File: src/logic/uart_link_params.svh
`ifndef UART_LINK_PARAMS_SVH
`define UART_LINK_PARAMS_SVH

//////////////////////////////////////////////////////////////////////
// Serial link constants
//////////////////////////////////////////////////////////////////////

// Clock cycles per oversampling tick
// Kept small so a frame is short in simulation
`define UART_BAUD_DIV 4

// Oversampling ticks per bit
`define UART_OVERSAMPLE 16

// Payload bits per frame
`define UART_DATA_BITS 8

// Bytes packed into one word, byte 0 in the low lane
`define UART_WORD_BYTES 4

`endif

File: src/logic/uart_link_pkg.sv
`default_nettype none

`include "uart_link_params.svh"

package uart_link_pkg;

    // One frame payload
    typedef logic [`UART_DATA_BITS-1:0] byte_t;

    // Full word, lane n holds byte n
    typedef logic [`UART_DATA_BITS*`UART_WORD_BYTES-1:0] word_t;

    // Receiver FSM
    typedef enum logic [1:0] {
        RX_IDLE,
        RX_START,
        RX_DATA,
        RX_STOP
    } rx_state_t;

    // Transmitter FSM
    typedef enum logic [1:0] {
        TX_IDLE,
        TX_START,
        TX_DATA,
        TX_STOP
    } tx_state_t;

endpackage

`default_nettype wire

File: src/logic/uart_baud_gen.sv
`timescale 1ns/1ps
`default_nettype none

`include "uart_link_params.svh"

module uart_baud_gen (
    input  wire  clk,
    input  wire  rst_n,
    output logic s_tick
);

    // Counter width, at least one bit
    localparam int CNT_W = (`UART_BAUD_DIV > 1) ? $clog2(`UART_BAUD_DIV) : 1;
    localparam logic [CNT_W-1:0] CNT_LAST = CNT_W'(`UART_BAUD_DIV - 1);

    logic [CNT_W-1:0] cnt;

    // Free-running divider
    always_ff @(posedge clk) begin
        if (!rst_n) begin
            cnt <= '0;
        end else if (cnt == CNT_LAST) begin
            cnt <= '0;
        end else begin
            cnt <= cnt + 1'b1;
        end
    end

    // One-cycle tick on the last count
    assign s_tick = (cnt == CNT_LAST);

endmodule

`default_nettype wire

File: src/logic/uart_link_top.sv
`timescale 1ns/1ps
`default_nettype none

module uart_link_top (
    input  wire                       clk,
    input  wire                       rst_n,
    input  wire                       rx,
    output logic                      tx,
    input  wire uart_link_pkg::word_t word_in,
    input  wire                       tx_start,
    output uart_link_pkg::word_t      word_out,
    output logic                      word_valid,
    output logic                      frame_err,
    output logic                      tx_busy
);

    import uart_link_pkg::*;

    // Shared oversampling tick
    logic  s_tick;
    // Receive path
    byte_t rx_byte;
    logic  rx_done;
    // Transmit path
    byte_t tx_byte;
    logic  byte_start;
    logic  byte_done;

    uart_baud_gen u_baud (
        .clk    (clk),
        .rst_n  (rst_n),
        .s_tick (s_tick)
    );

    //////////////////////////////////////////////////////////////////////
    // Serial in to words
    //////////////////////////////////////////////////////////////////////

    uart_rx u_rx (
        .clk       (clk),
        .rst_n     (rst_n),
        .rx        (rx),
        .s_tick    (s_tick),
        .rx_byte   (rx_byte),
        .rx_done   (rx_done),
        .frame_err (frame_err)
    );

    word_assembler u_asm (
        .clk        (clk),
        .rst_n      (rst_n),
        .rx_byte    (rx_byte),
        .rx_done    (rx_done),
        .word_out   (word_out),
        .word_valid (word_valid)
    );

    //////////////////////////////////////////////////////////////////////
    // Words to serial out
    //////////////////////////////////////////////////////////////////////

    word_serializer u_ser (
        .clk        (clk),
        .rst_n      (rst_n),
        .word_in    (word_in),
        .tx_start   (tx_start),
        .byte_done  (byte_done),
        .tx_byte    (tx_byte),
        .byte_start (byte_start),
        .tx_busy    (tx_busy)
    );

    uart_tx u_tx (
        .clk        (clk),
        .rst_n      (rst_n),
        .s_tick     (s_tick),
        .byte_start (byte_start),
        .tx_byte    (tx_byte),
        .tx         (tx),
        .byte_done  (byte_done)
    );

endmodule

`default_nettype wire

File: src/logic/uart_rx.sv
`timescale 1ns/1ps
`default_nettype none

`include "uart_link_params.svh"

module uart_rx (
    input  wire                  clk,
    input  wire                  rst_n,
    input  wire                  rx,
    input  wire                  s_tick,
    output uart_link_pkg::byte_t rx_byte,
    output logic                 rx_done,
    output logic                 frame_err
);

    import uart_link_pkg::*;

    localparam int TICK_W = $clog2(`UART_OVERSAMPLE);
    localparam int BIT_W  = $clog2(`UART_DATA_BITS);
    // Mid-bit is tick 8 of 16
    localparam logic [TICK_W-1:0] TICK_MID  = TICK_W'(`UART_OVERSAMPLE / 2 - 1);
    localparam logic [TICK_W-1:0] TICK_LAST = TICK_W'(`UART_OVERSAMPLE - 1);
    localparam logic [BIT_W-1:0]  BIT_LAST  = BIT_W'(`UART_DATA_BITS - 1);

    rx_state_t         state;
    logic              rx_meta;
    logic              rx_sync;
    logic [TICK_W-1:0] tick_cnt;
    logic [BIT_W-1:0]  bit_cnt;
    // Bad stop bit seen, wait for line to return high
    logic              stop_low;
    byte_t             shift_q;

    // Two-flop synchroniser, line idles high
    always_ff @(posedge clk) begin
        if (!rst_n) begin
            rx_meta <= 1'b1;
            rx_sync <= 1'b1;
        end else begin
            rx_meta <= rx;
            rx_sync <= rx_meta;
        end
    end

    //////////////////////////////////////////////////////////////////////
    // Receive FSM
    //////////////////////////////////////////////////////////////////////

    always_ff @(posedge clk) begin
        if (!rst_n) begin
            state     <= RX_IDLE;
            tick_cnt  <= '0;
            bit_cnt   <= '0;
            stop_low  <= 1'b0;
            rx_done   <= 1'b0;
            frame_err <= 1'b0;
        end else begin
            // Strobes last one cycle
            rx_done   <= 1'b0;
            frame_err <= 1'b0;
            case (state)
                RX_IDLE: begin
                    if (!rx_sync) begin
                        state    <= RX_START;
                        tick_cnt <= '0;
                    end
                end
                RX_START: begin
                    if (s_tick) begin
                        if (tick_cnt == TICK_MID) begin
                            // Glitch if line is high again at mid-bit
                            tick_cnt <= '0;
                            bit_cnt  <= '0;
                            state    <= rx_sync ? RX_IDLE : RX_DATA;
                        end else begin
                            tick_cnt <= tick_cnt + 1'b1;
                        end
                    end
                end
                RX_DATA: begin
                    if (s_tick) begin
                        if (tick_cnt == TICK_LAST) begin
                            tick_cnt <= '0;
                            if (bit_cnt == BIT_LAST) begin
                                state <= RX_STOP;
                            end else begin
                                bit_cnt <= bit_cnt + 1'b1;
                            end
                        end else begin
                            tick_cnt <= tick_cnt + 1'b1;
                        end
                    end
                end
                RX_STOP: begin
                    if (stop_low) begin
                        if (rx_sync) begin
                            stop_low <= 1'b0;
                            state    <= RX_IDLE;
                        end
                    end else if (s_tick) begin
                        if (tick_cnt == TICK_LAST) begin
                            tick_cnt <= '0;
                            if (rx_sync) begin
                                rx_done <= 1'b1;
                                state   <= RX_IDLE;
                            end else begin
                                // Byte dropped, only the error is reported
                                frame_err <= 1'b1;
                                stop_low  <= 1'b1;
                            end
                        end else begin
                            tick_cnt <= tick_cnt + 1'b1;
                        end
                    end
                end
                default: state <= RX_IDLE;
            endcase
        end
    end

    // LSB first, shift in from the top at mid-bit
    always_ff @(posedge clk) begin
        if (state == RX_DATA && s_tick && tick_cnt == TICK_LAST) begin
            shift_q <= {rx_sync, shift_q[`UART_DATA_BITS-1:1]};
        end
    end

    assign rx_byte = shift_q;

    // Strobes exclusive, and each matches the stop level seen three cycles back on rx
    a_rx_strobe: assert property (@(posedge clk) disable iff (!rst_n)
        (rx_done || frame_err) |-> !(rx_done && frame_err) && (rx_done == $past(rx, 3)));

endmodule

`default_nettype wire

File: src/logic/uart_tx.sv
`timescale 1ns/1ps
`default_nettype none

`include "uart_link_params.svh"

module uart_tx (
    input  wire                  clk,
    input  wire                  rst_n,
    input  wire                  s_tick,
    input  wire                  byte_start,
    input  wire uart_link_pkg::byte_t tx_byte,
    output logic                 tx,
    output logic                 byte_done
);

    import uart_link_pkg::*;

    localparam int TICK_W = $clog2(`UART_OVERSAMPLE);
    localparam int BIT_W  = $clog2(`UART_DATA_BITS);
    localparam logic [TICK_W-1:0] TICK_LAST = TICK_W'(`UART_OVERSAMPLE - 1);
    localparam logic [BIT_W-1:0]  BIT_LAST  = BIT_W'(`UART_DATA_BITS - 1);

    tx_state_t         state;
    logic [TICK_W-1:0] tick_cnt;
    logic [BIT_W-1:0]  bit_cnt;
    byte_t             shift_q;

    //////////////////////////////////////////////////////////////////////
    // Frame FSM, tx is a registered output
    //////////////////////////////////////////////////////////////////////

    always_ff @(posedge clk) begin
        if (!rst_n) begin
            state     <= TX_IDLE;
            tick_cnt  <= '0;
            bit_cnt   <= '0;
            tx        <= 1'b1;
            byte_done <= 1'b0;
        end else begin
            byte_done <= 1'b0;
            case (state)
                TX_IDLE: begin
                    tx <= 1'b1;
                    if (byte_start) begin
                        // Start bit goes out right away
                        state    <= TX_START;
                        tick_cnt <= '0;
                        tx       <= 1'b0;
                    end
                end
                TX_START: begin
                    if (s_tick) begin
                        if (tick_cnt == TICK_LAST) begin
                            tick_cnt <= '0;
                            bit_cnt  <= '0;
                            state    <= TX_DATA;
                            tx       <= shift_q[0];
                        end else begin
                            tick_cnt <= tick_cnt + 1'b1;
                        end
                    end
                end
                TX_DATA: begin
                    if (s_tick) begin
                        if (tick_cnt == TICK_LAST) begin
                            tick_cnt <= '0;
                            if (bit_cnt == BIT_LAST) begin
                                state <= TX_STOP;
                                tx    <= 1'b1;
                            end else begin
                                // Next bit sits at [1] before the shift
                                bit_cnt <= bit_cnt + 1'b1;
                                tx      <= shift_q[1];
                            end
                        end else begin
                            tick_cnt <= tick_cnt + 1'b1;
                        end
                    end
                end
                TX_STOP: begin
                    if (s_tick) begin
                        if (tick_cnt == TICK_LAST) begin
                            byte_done <= 1'b1;
                            state     <= TX_IDLE;
                        end else begin
                            tick_cnt <= tick_cnt + 1'b1;
                        end
                    end
                end
                default: state <= TX_IDLE;
            endcase
        end
    end

    // Payload latch and LSB-first shift
    always_ff @(posedge clk) begin
        if (state == TX_IDLE && byte_start) begin
            shift_q <= tx_byte;
        end else if (state == TX_DATA && s_tick && tick_cnt == TICK_LAST) begin
            shift_q <= shift_q >> 1;
        end
    end

    // Line must rest at mark level between frames
    a_tx_idle_high: assert property (@(posedge clk) disable iff (!rst_n)
        (state == TX_IDLE) |-> tx);

endmodule

`default_nettype wire

File: src/logic/word_assembler.sv
`timescale 1ns/1ps
`default_nettype none

`include "uart_link_params.svh"

module word_assembler (
    input  wire                       clk,
    input  wire                       rst_n,
    input  wire uart_link_pkg::byte_t rx_byte,
    input  wire                       rx_done,
    output uart_link_pkg::word_t      word_out,
    output logic                      word_valid
);

    import uart_link_pkg::*;

    localparam int IDX_W = $clog2(`UART_WORD_BYTES);
    localparam logic [IDX_W-1:0] IDX_LAST = IDX_W'(`UART_WORD_BYTES - 1);

    // Lane of the next byte
    logic [IDX_W-1:0] idx;
    word_t            collect_q;
    word_t            next_word;

    // Collected lanes plus the incoming byte
    always_comb begin
        next_word = collect_q;
        next_word[idx*`UART_DATA_BITS +: `UART_DATA_BITS] = rx_byte;
    end

    always_ff @(posedge clk) begin
        if (!rst_n) begin
            idx        <= '0;
            word_valid <= 1'b0;
        end else begin
            word_valid <= rx_done && (idx == IDX_LAST);
            if (rx_done) begin
                idx <= (idx == IDX_LAST) ? '0 : idx + 1'b1;
            end
        end
    end

    // Output word only changes when a full word lands
    always_ff @(posedge clk) begin
        if (rx_done) begin
            collect_q <= next_word;
            if (idx == IDX_LAST) begin
                word_out <= next_word;
            end
        end
    end

    // Valid follows the last byte, which lands in the top lane
    a_valid_after_byte: assert property (@(posedge clk) disable iff (!rst_n)
        word_valid |-> $past(rx_done) &&
            (word_out[`UART_DATA_BITS*`UART_WORD_BYTES-1 -: `UART_DATA_BITS]
             == $past(rx_byte)));

endmodule

`default_nettype wire

File: src/logic/word_serializer.sv
`timescale 1ns/1ps
`default_nettype none

`include "uart_link_params.svh"

module word_serializer (
    input  wire                       clk,
    input  wire                       rst_n,
    input  wire uart_link_pkg::word_t word_in,
    input  wire                       tx_start,
    input  wire                       byte_done,
    output uart_link_pkg::byte_t      tx_byte,
    output logic                      byte_start,
    output logic                      tx_busy
);

    import uart_link_pkg::*;

    localparam int IDX_W = $clog2(`UART_WORD_BYTES);
    localparam logic [IDX_W-1:0] IDX_LAST = IDX_W'(`UART_WORD_BYTES - 1);

    // Lane currently on the line
    logic [IDX_W-1:0] idx;
    word_t            shadow_q;

    //////////////////////////////////////////////////////////////////////
    // Byte sequencing
    //////////////////////////////////////////////////////////////////////

    always_ff @(posedge clk) begin
        if (!rst_n) begin
            idx        <= '0;
            byte_start <= 1'b0;
            tx_busy    <= 1'b0;
        end else begin
            byte_start <= 1'b0;
            if (!tx_busy) begin
                // New word, lane 0 first
                if (tx_start) begin
                    idx        <= '0;
                    byte_start <= 1'b1;
                    tx_busy    <= 1'b1;
                end
            end else if (byte_done) begin
                if (idx == IDX_LAST) begin
                    tx_busy <= 1'b0;
                end else begin
                    idx        <= idx + 1'b1;
                    byte_start <= 1'b1;
                end
            end
        end
    end

    // Start while busy is dropped, word stays untouched
    always_ff @(posedge clk) begin
        if (tx_start && !tx_busy) begin
            shadow_q <= word_in;
        end
    end

    assign tx_byte = shadow_q[idx*`UART_DATA_BITS +: `UART_DATA_BITS];

    // No second byte until the transmitter reports the first one done
    a_one_in_flight: assert property (@(posedge clk) disable iff (!rst_n)
        byte_start |=> !byte_start throughout byte_done[->1]);

endmodule

`default_nettype wire

File: config.mk
export PLATFORM = sky130hd
export DESIGN_NAME = uart_link_top
export DESIGN_NICKNAME = d
export VERILOG_FILES = /design/src/logic/uart_link_pkg.sv /design/src/logic/uart_baud_gen.sv /design/src/logic/uart_link_top.sv /design/src/logic/uart_rx.sv /design/src/logic/uart_tx.sv /design/src/logic/word_assembler.sv /design/src/logic/word_serializer.sv
export VERILOG_INCLUDE_DIRS = /design/src /design/src/logic
export SDC_FILE = /design/constraint.sdc
export NUM_CORES = 1
export LEC_CHECK = 0
export BUFFER_PORTS_ARGS = -buffer_cell sky130_fd_sc_hd__buf_2
export CAP_MARGIN = 20
export CORE_UTILIZATION = 50
export DETAILED_ROUTE_END_ITERATION = 10
export PLACE_DENSITY = 0.77
export SYNTH_ARGS = -nofsm -noshare
export SYNTH_HDL_FRONTEND = slang
export SYNTH_SLANG_ARGS = --single-unit
File: constraint.sdc
create_clock -name clk -period 4.5 [get_ports clk]
set_input_delay 0.9 -clock clk [delete_from_list [all_inputs] [get_ports clk]]
set_output_delay 0.9 -clock clk [all_outputs]
set_load 0.02 [all_outputs]
==> results of run 1 <==
state kept, by name (all words and copies together) (netlist names), 2 cells and up, named ones only:
| name | flops |
|---|---|
| u_rx.bit_cnt | 3 |
| u_ser.shadow_q | 32 |
| u_asm.collect_q | 32 |
| u_baud.cnt | 2 |
| u_tx.bit_cnt | 3 |
| u_tx.state | 2 |
| u_rx.tick_cnt | 4 |
| u_asm.idx | 2 |
| u_rx.rx_byte | 8 |
| u_tx.shift_q | 8 |
| u_asm.word_out | 32 |
| u_ser.idx | 2 |
| u_tx.tick_cnt | 4 |
routing by layer:
metal | global-route usage (%) | share of wire (%) | up-vias
met5 | 0 | 0 | -
li1 | - | - | 1778
met4 | 7.57 | 0.83 | 0
met1 | 22.4 | 44 | 1750
met3 | 4.98 | 4.6 | 9
met2 | 32.4 | 51 | 105
power by group through the flow:
| stage | clock network (mW) | registers [mW] | logic, mW |
|---|---|---|---|
| floorplan | 0 | 1.53 | 0.169 |
| global placement | 0 | 1.54 | 0.213 |
| detailed placement | 0 | 1.54 | 0.223 |
| CTS | 1.54 | 1.51 | 0.226 |
| global route | 1.59 | 1.51 | 0.252 |
| finish | 1.51 | 1.51 | 0.225 |
through the flow:
step,std cells,area [sq um],hold WS (ns)
after floorplan,445,5950,0.386
after global placement,651,6460,0.393
after detailed placement,651,6460,0.402
after CTS,683,7100,0.433
after global routing,684,7110,0.452
final,684,7110,0.426
worst reg2reg max path: cells and delay by family (launching register included):
kind,cells,cell delay (ns)
flops,1,0.47
simple gates,2,0.91
compound gates,1,0.17
buf+inv,1,0.16
fa+ha+maj,1,0.38
final timing paths:
path                                                 from                           end  cells after the start
worst min register to register    u_rx.rx_meta$_SDFF_PN1_       u_rx.rx_sync$_SDFF_PN1_                      1
worst min-delay path              u_rx.rx_meta$_SDFF_PN1_       u_rx.rx_sync$_SDFF_PN1_                      1
worst max register to register  u_asm.idx[0]$_SDFFE_PN0P_  u_asm.word_out[31]$_DFFE_PP_                      5
worst max-delay path            u_asm.idx[0]$_SDFFE_PN0P_  u_asm.word_out[31]$_DFFE_PP_                      5
layout by cell type (no fill, tap or decap), drive strengths merged, types with 10 or more instances in the layout:
cell	instances
nand2	54
ha	19
nor2	24
clkbuf	18
o21ai	44
mux2i	10
dfxtp	34
edfxtp	112
inv	45
buf	74
cells by family (layout without fill, tap and decap cells):
| logic type | Yosys count | count (layout) |
|---|---|---|
| buffers and inverters | 55 | 151 |
| adder cells (fa/ha/maj) | 19 | 19 |
| flip-flops | 146 | 146 |
| AND/OR/NAND/NOR | 126 | 126 |
| AO/OA/AOI/OAI | 74 | 74 |
| multiplexers | 25 | 25 |
area by class of cell:
class	count	area, sq um
fillers	898	4410
flip-flops and latches	146	4040
multi-input cells	244	1700
clock buffers	17	425
repair buffers	75	383
clock inverters	15	214
well taps	143	179
inverters	44	165
==> metrics.md, run 1 <==
| Metric | Value |
|---|---|
| First-pass GRT wire length | 17800 microns |
| Die height | 111 microns |
| Tmin final | 2.30 ns |
| Period utilisation layout | 51.0% |
| Largest area contributor in the synthesized netlist | edfxtp_1 |
| Worst-skew pair later-pin latency | 0.42 ns |
| WP buf/inv | 1 |
| # DRC | 10 |
| Leak | between 2 and 3 nW |
| Cell Chain, Critical Path | inv_1 -> ha_1 -> nor4b_2 -> nand2_1 -> o21ai_0 |
| Vias/cell | approximately 5.3 |
| Yosys warns | 0 |
| Internal | roughly 2.6 mW |
| EDFF count, synth | ~110 |
| Violated checks | design-rule violations |
| Initial antenna violation count | 0 |
| I/O pin total | between 70 and 80 |
| Count of final max-slew check failures | 0 |
| CTS tree | yes |
| Layout cells sized above 1 | 24.0% |
| ANT nets after route | 0 |
| RSZ-0062 raised after global routing | no |
| P_sw | 0.680 mW |
| Vias in the first global route | 3717 |
| FF+latch count, synth | 146 |
| Crit. End Element | flop |
| Largest net degree at the start of global routing | 37 |
| Clk_skew | approximately 0.007 ns |
| Simple-gate share of the synthesized area | 10.7% |
| Fmax | 436 MHz |
| CP max FO | 9 |
| Top post-synthesis cells by count | 112 x edfxtp_1, 54 x nand2_1, 44 x inv_1 |
| Post-Synthesis Cells | around 450 |
| Clock power frac | ~47% |
| Sum Neg Setup Slack | 0 ns |
| Clock slew at the register clock pins of the worst setup and hold paths | ~0.06 ns |
| PortBufs | 71 |
| Vias | 3642 |
| Part of the power in registers | 46.5% |
| Final WS setup | 2.20 ns |
| Worst vdd ir | 0.000273 V |
| Clock root cell | clkbuf_16 |
| Layout Nets | 583 |
| Final design utilization | 61.7% |
| Hold Fails Final Rpt | 0 |
| Max-Cap Viols | 0 |
| Routed wirelength normalized by instance count | 15.7 microns |
| Setup CP Type | reg -> reg |
| Comb power frac | 6.9% |
| Most used flip-flop cell after synthesis | edfxtp_1 |
| Post-synthesis cell area | 5950 sq um |
| Clock sink count | 146 |
| Sw Share | 21.0% |
| Post-synthesis xor/xnor area fraction | 0% |
| CP peak stage delay | 0.79 ns |
| Final Setup Violations | 0 |
| # Post-CTS Setup Buffers | 0 |
| CTS Buffer Depth | 2 |
| Post-Route WL | approximately 11000 microns |
| Post-synthesis adder-cell area fraction | 3.99% |
| Most area-consuming cells after synthesis | edfxtp_1 56%, dfxtp_1 11%, ha_1 4.0%, o21ai_0 3.5%, nand2_1 3.4% |
| Synth async-reset ratio | 0% |
| Final Wtd Congestion | 0.741 |
| HPWL after DPL | 6880 microns |
| Die X | 111 microns |
| Core Area | between 10000 and 15000 sq um |
| Pre-CTS setup slack | 2.05 ns |
| Largest family of logic cells by synthesized area | simple AND/OR/NAND/NOR gates |
| Slowest CP cell | nor4b_2 |
| Startpoint types | flop |
| Area growth, synth to finish | 19.4% |
| Family with the most delay on the worst path | simple AND/OR/NAND/NOR gates |
| Row count | 39 |
| Avg Inst Size Synth | 13.4 sq um |
| Initial DRC count | 311 |
| CTS Hold Bufs | 0 |
| Total track usage | 18.8% |
| Complex-gate fraction of the synthesized area | 7.73% |
| Power per Cell Area | 457 nW/um^2 |
| First-pass iteration count of the detailed router | 8 |
| # diodes | 0 |
| Maximum level of the CTS H-tree | 4 |
| Post-synthesis mux area share | 6.03% |
| Syn_nets | 500 |
| R2r setup slk | 2.20 ns |
| CP required | 4.70 ns |
| Synth top area share | 56.5% |
| Status | finished with violations |
| GRT overflow | 0 |
| Yosys cell types | a little over 50 |
| Initial Utilization | around half |
| Slew margin rel. | roughly two fifths |
| CP arrival | around 2.5 ns |
| Die area | 12300 sq um |
| Seq/Total Area, Yosys | slightly below 70% |
| # resized after CTS | 0 |
| Overall Power | 3.25 mW |
| Least-Margin Pin Slew | between 0.9 and 1 ns |
| CTS buffer count | 17 |
| HP Class | reg -> reg |
| Most frequent cell after synthesis | edfxtp_1 |
No activity file was read; power rests on OpenSTA's default activity.
==> run 2, diff against run 1 <==
- clock period: 4.5 -> 2.2 ns (I/O delays scaled with it)
==> run 2 against run 1 <==
The flow still finishes with violations (design-rule violations). Fmax rose by 16%. First-iteration DRC count fell by 34%. Sequential share of layout area rose by 0.38 points. Clock skew fell by 0.0011 ns. Via count rose by 1.1%. Design area fell by 0.67%. Global-route usage fell by 0.61 points. Die area did not move.
==> metrics.md, run 2 (synthesis results as in run 1) <==
| Metric | Value |
|---|---|
| Die area | around 12000 sq um |
| Leak | 2.70 nW |
| ANT nets after route | 0 |
| Worst-skew pair later-pin latency | 0.41 ns |
| CP arrival | 2.19 ns |
| Row count | 39 |
| Count of final max-slew check failures | 0 |
| Top Registers | u_asm.collect_q x32, u_asm.word_out x32, u_ser.shadow_q x32 |
| CTS Hold Bufs | 0 |
| Max-Cap Viols | 0 |
| Final design utilization | between 60 and 70% |
| Internal | 4.88 mW |
| CP required | 2.41 ns |
| Routed wirelength normalized by instance count | 15.0 microns |
| Layout cells sized above 1 | 23.8% |
| Clock root cell | clkbuf_16 |
| Slew margin rel. | roughly three fifths |
| Final Setup Violations | 0 |
| # diodes | 0 |
| CP max FO | 9 |
| # Post-CTS Setup Buffers | 0 |
| Sum Neg Setup Slack | 0 ns |
| # resized after CTS | 0 |
| Status | finished with violations |
| Dpl cells | around 660 |
| Hold Fails Final Rpt | 0 |
| Fillers | 870 |
| Crit. End Element | flop |
| Die X | ~110 microns |
| Largest net degree at the start of global routing | 36 |
| Final Cell Area | roughly 7100 sq um |
| Commonest cells after routing, fill and taps aside | 112 x edfxtp_1, 71 x buf_2, 54 x nand2_1 |
| Violated checks | design-rule violations |
| Area growth, synth to finish | 18.6% |
| GRT overflow | 0 |
| I/O pin total | around 70 |
| Period utilisation layout | approximately nine tenths |
| Fin cells | 689 |
| Maximum level of the CTS H-tree | 4 |
| # DRC | 12 |
| Commonest non-fill, non-tap cell in the layout | edfxtp_1 |
| HPWL after DPL | ~6800 microns |
| Final WS setup | 0.213 ns |
| CP peak stage delay | 0.49 ns |
| P_sw | 1.33 mW |
| Worst vdd ir | 0.000612 V |
| Clk_skew | a little under 0.006 ns |
| Layout Nets | 588 |
| Die height | 111 microns |
| CTS Buffer Depth | 2 |
| WP buf/inv | 2 |
| Worst hold slack | between 0.15 and 0.2 ns |
| RSZ-0062 raised after global routing | no |
| Vias/cell | roughly 5.3 |
| Setup CP Type | reg -> reg |
| Tmin final | 1.99 ns |
| CTS buffer count | 17 |
| Clock sink count | between 100 and 150 |
| Part of the power in registers | 49.7% |
| HP Class | in -> reg |
| Initial antenna violation count | 0 |
| Initial DRC count | around 210 |
| First-pass GRT wire length | between 15000 and 20000 microns |
| Pre-CTS setup slack | 0.234 ns |
| Sw Share | a little over a fifth |
| Final Wtd Congestion | about 0.8 |
| First-pass iteration count of the detailed router | 8 |
| Fmax | ~500 MHz |
| Comb power frac | approximately 7.4% |
| Cell Chain, Critical Path | inv_1 -> ha_1 -> nor4bb_1 -> buf_4 -> nand2_1 -> o21ai_0 |
| Core Area | 11500 sq um |
| Vias in the first global route | around 3700 |
| Family with the most delay on the worst path | flip-flops |
| Post-Route WL | 10300 microns |
| Clock slew at the register clock pins of the worst setup and hold paths | 0.06 ns |
| Vias | 3683 |
| PortBufs | 71 |
| Least-Margin Pin Slew | roughly 0.6 ns |
| Clock power frac | a little over two fifths |
| Initial Utilization | 51.7% |
| Total track usage | 18.1% |
| Slowest CP cell | dfxtp_1 |
| Startpoint types | flop |
| Power per Cell Area | 880 nW/um^2 |
| CTS tree | yes |
| Overall Power | around 6.2 mW |
| Placed Area | 6510 sq um |
## run 2: cell types whose count changed in the layout (fill, tap and decap cells not counted), sizes merged
cell      delta
inv          -1
clkinv       +4
bufinv       -3
buf          +6
clkinvlp     -1
## run 2: layer usage
layer  global-route usage [%]  share of wire [%]  routed length (microns)  vias to the layer above
met5                        0                  0                        0                        -
met4                     8.20                1.7                      177                        0
met3                     5.69                5.7                      589                       18
met2                     30.4                 50                     5150                      108
met1                     21.5                 43                     4430                     1766
li1                         -                  -                        -                     1791
## run 2: worst paths after layout
kind | from | endpoint | slack (ns) | depth (start not counted)
setup / recovery | u_asm.idx[0]$_SDFFE_PN0P_ | u_asm.collect_q[21]$_DFFE_PP_ | 0.21 | 6
hold / removal | word_in[12] | u_ser.shadow_q[12]$_DFFE_PP_ | 0.20 | 1
setup reg to reg | u_asm.idx[0]$_SDFFE_PN0P_ | u_asm.collect_q[21]$_DFFE_PP_ | 0.21 | 6
hold reg to reg | u_rx.rx_meta$_SDFF_PN1_ | u_rx.rx_sync$_SDFF_PN1_ | 0.42 | 1
## run 2: power groups by stage
stage | logic, mW | clock network (mW) | registers, mW
after floorplan | 0.346 | 0 | 3.13
after global placement | 0.435 | 0 | 3.14
after detailed placement | 0.460 | 0 | 3.15
after CTS | 0.461 | 2.72 | 3.09
after global routing | 0.517 | 2.83 | 3.10
final | 0.458 | 2.66 | 3.09
## run 2: worst reg2reg max path, stage by stage, from the launching register on
cell      delay, ns
dfxtp_1        0.49
inv_1          0.17
ha_1           0.39
nor4bb_1       0.31
buf_4          0.22
nand2_1        0.06
o21ai_0        0.13
## run 2: area by class of cell
class | count | area (sq um) | share of cell area [%]
clock inverters | 14 | 121 | 1.72
multi-input cells | 244 | 1700 | 24.1
inverters | 44 | 165 | 2.34
flip-flops and latches | 146 | 4040 | 57.3
repair buffers | 80 | 423 | 5.99
well taps | 143 | 179 | 2.53
clock buffers | 18 | 429 | 6.08
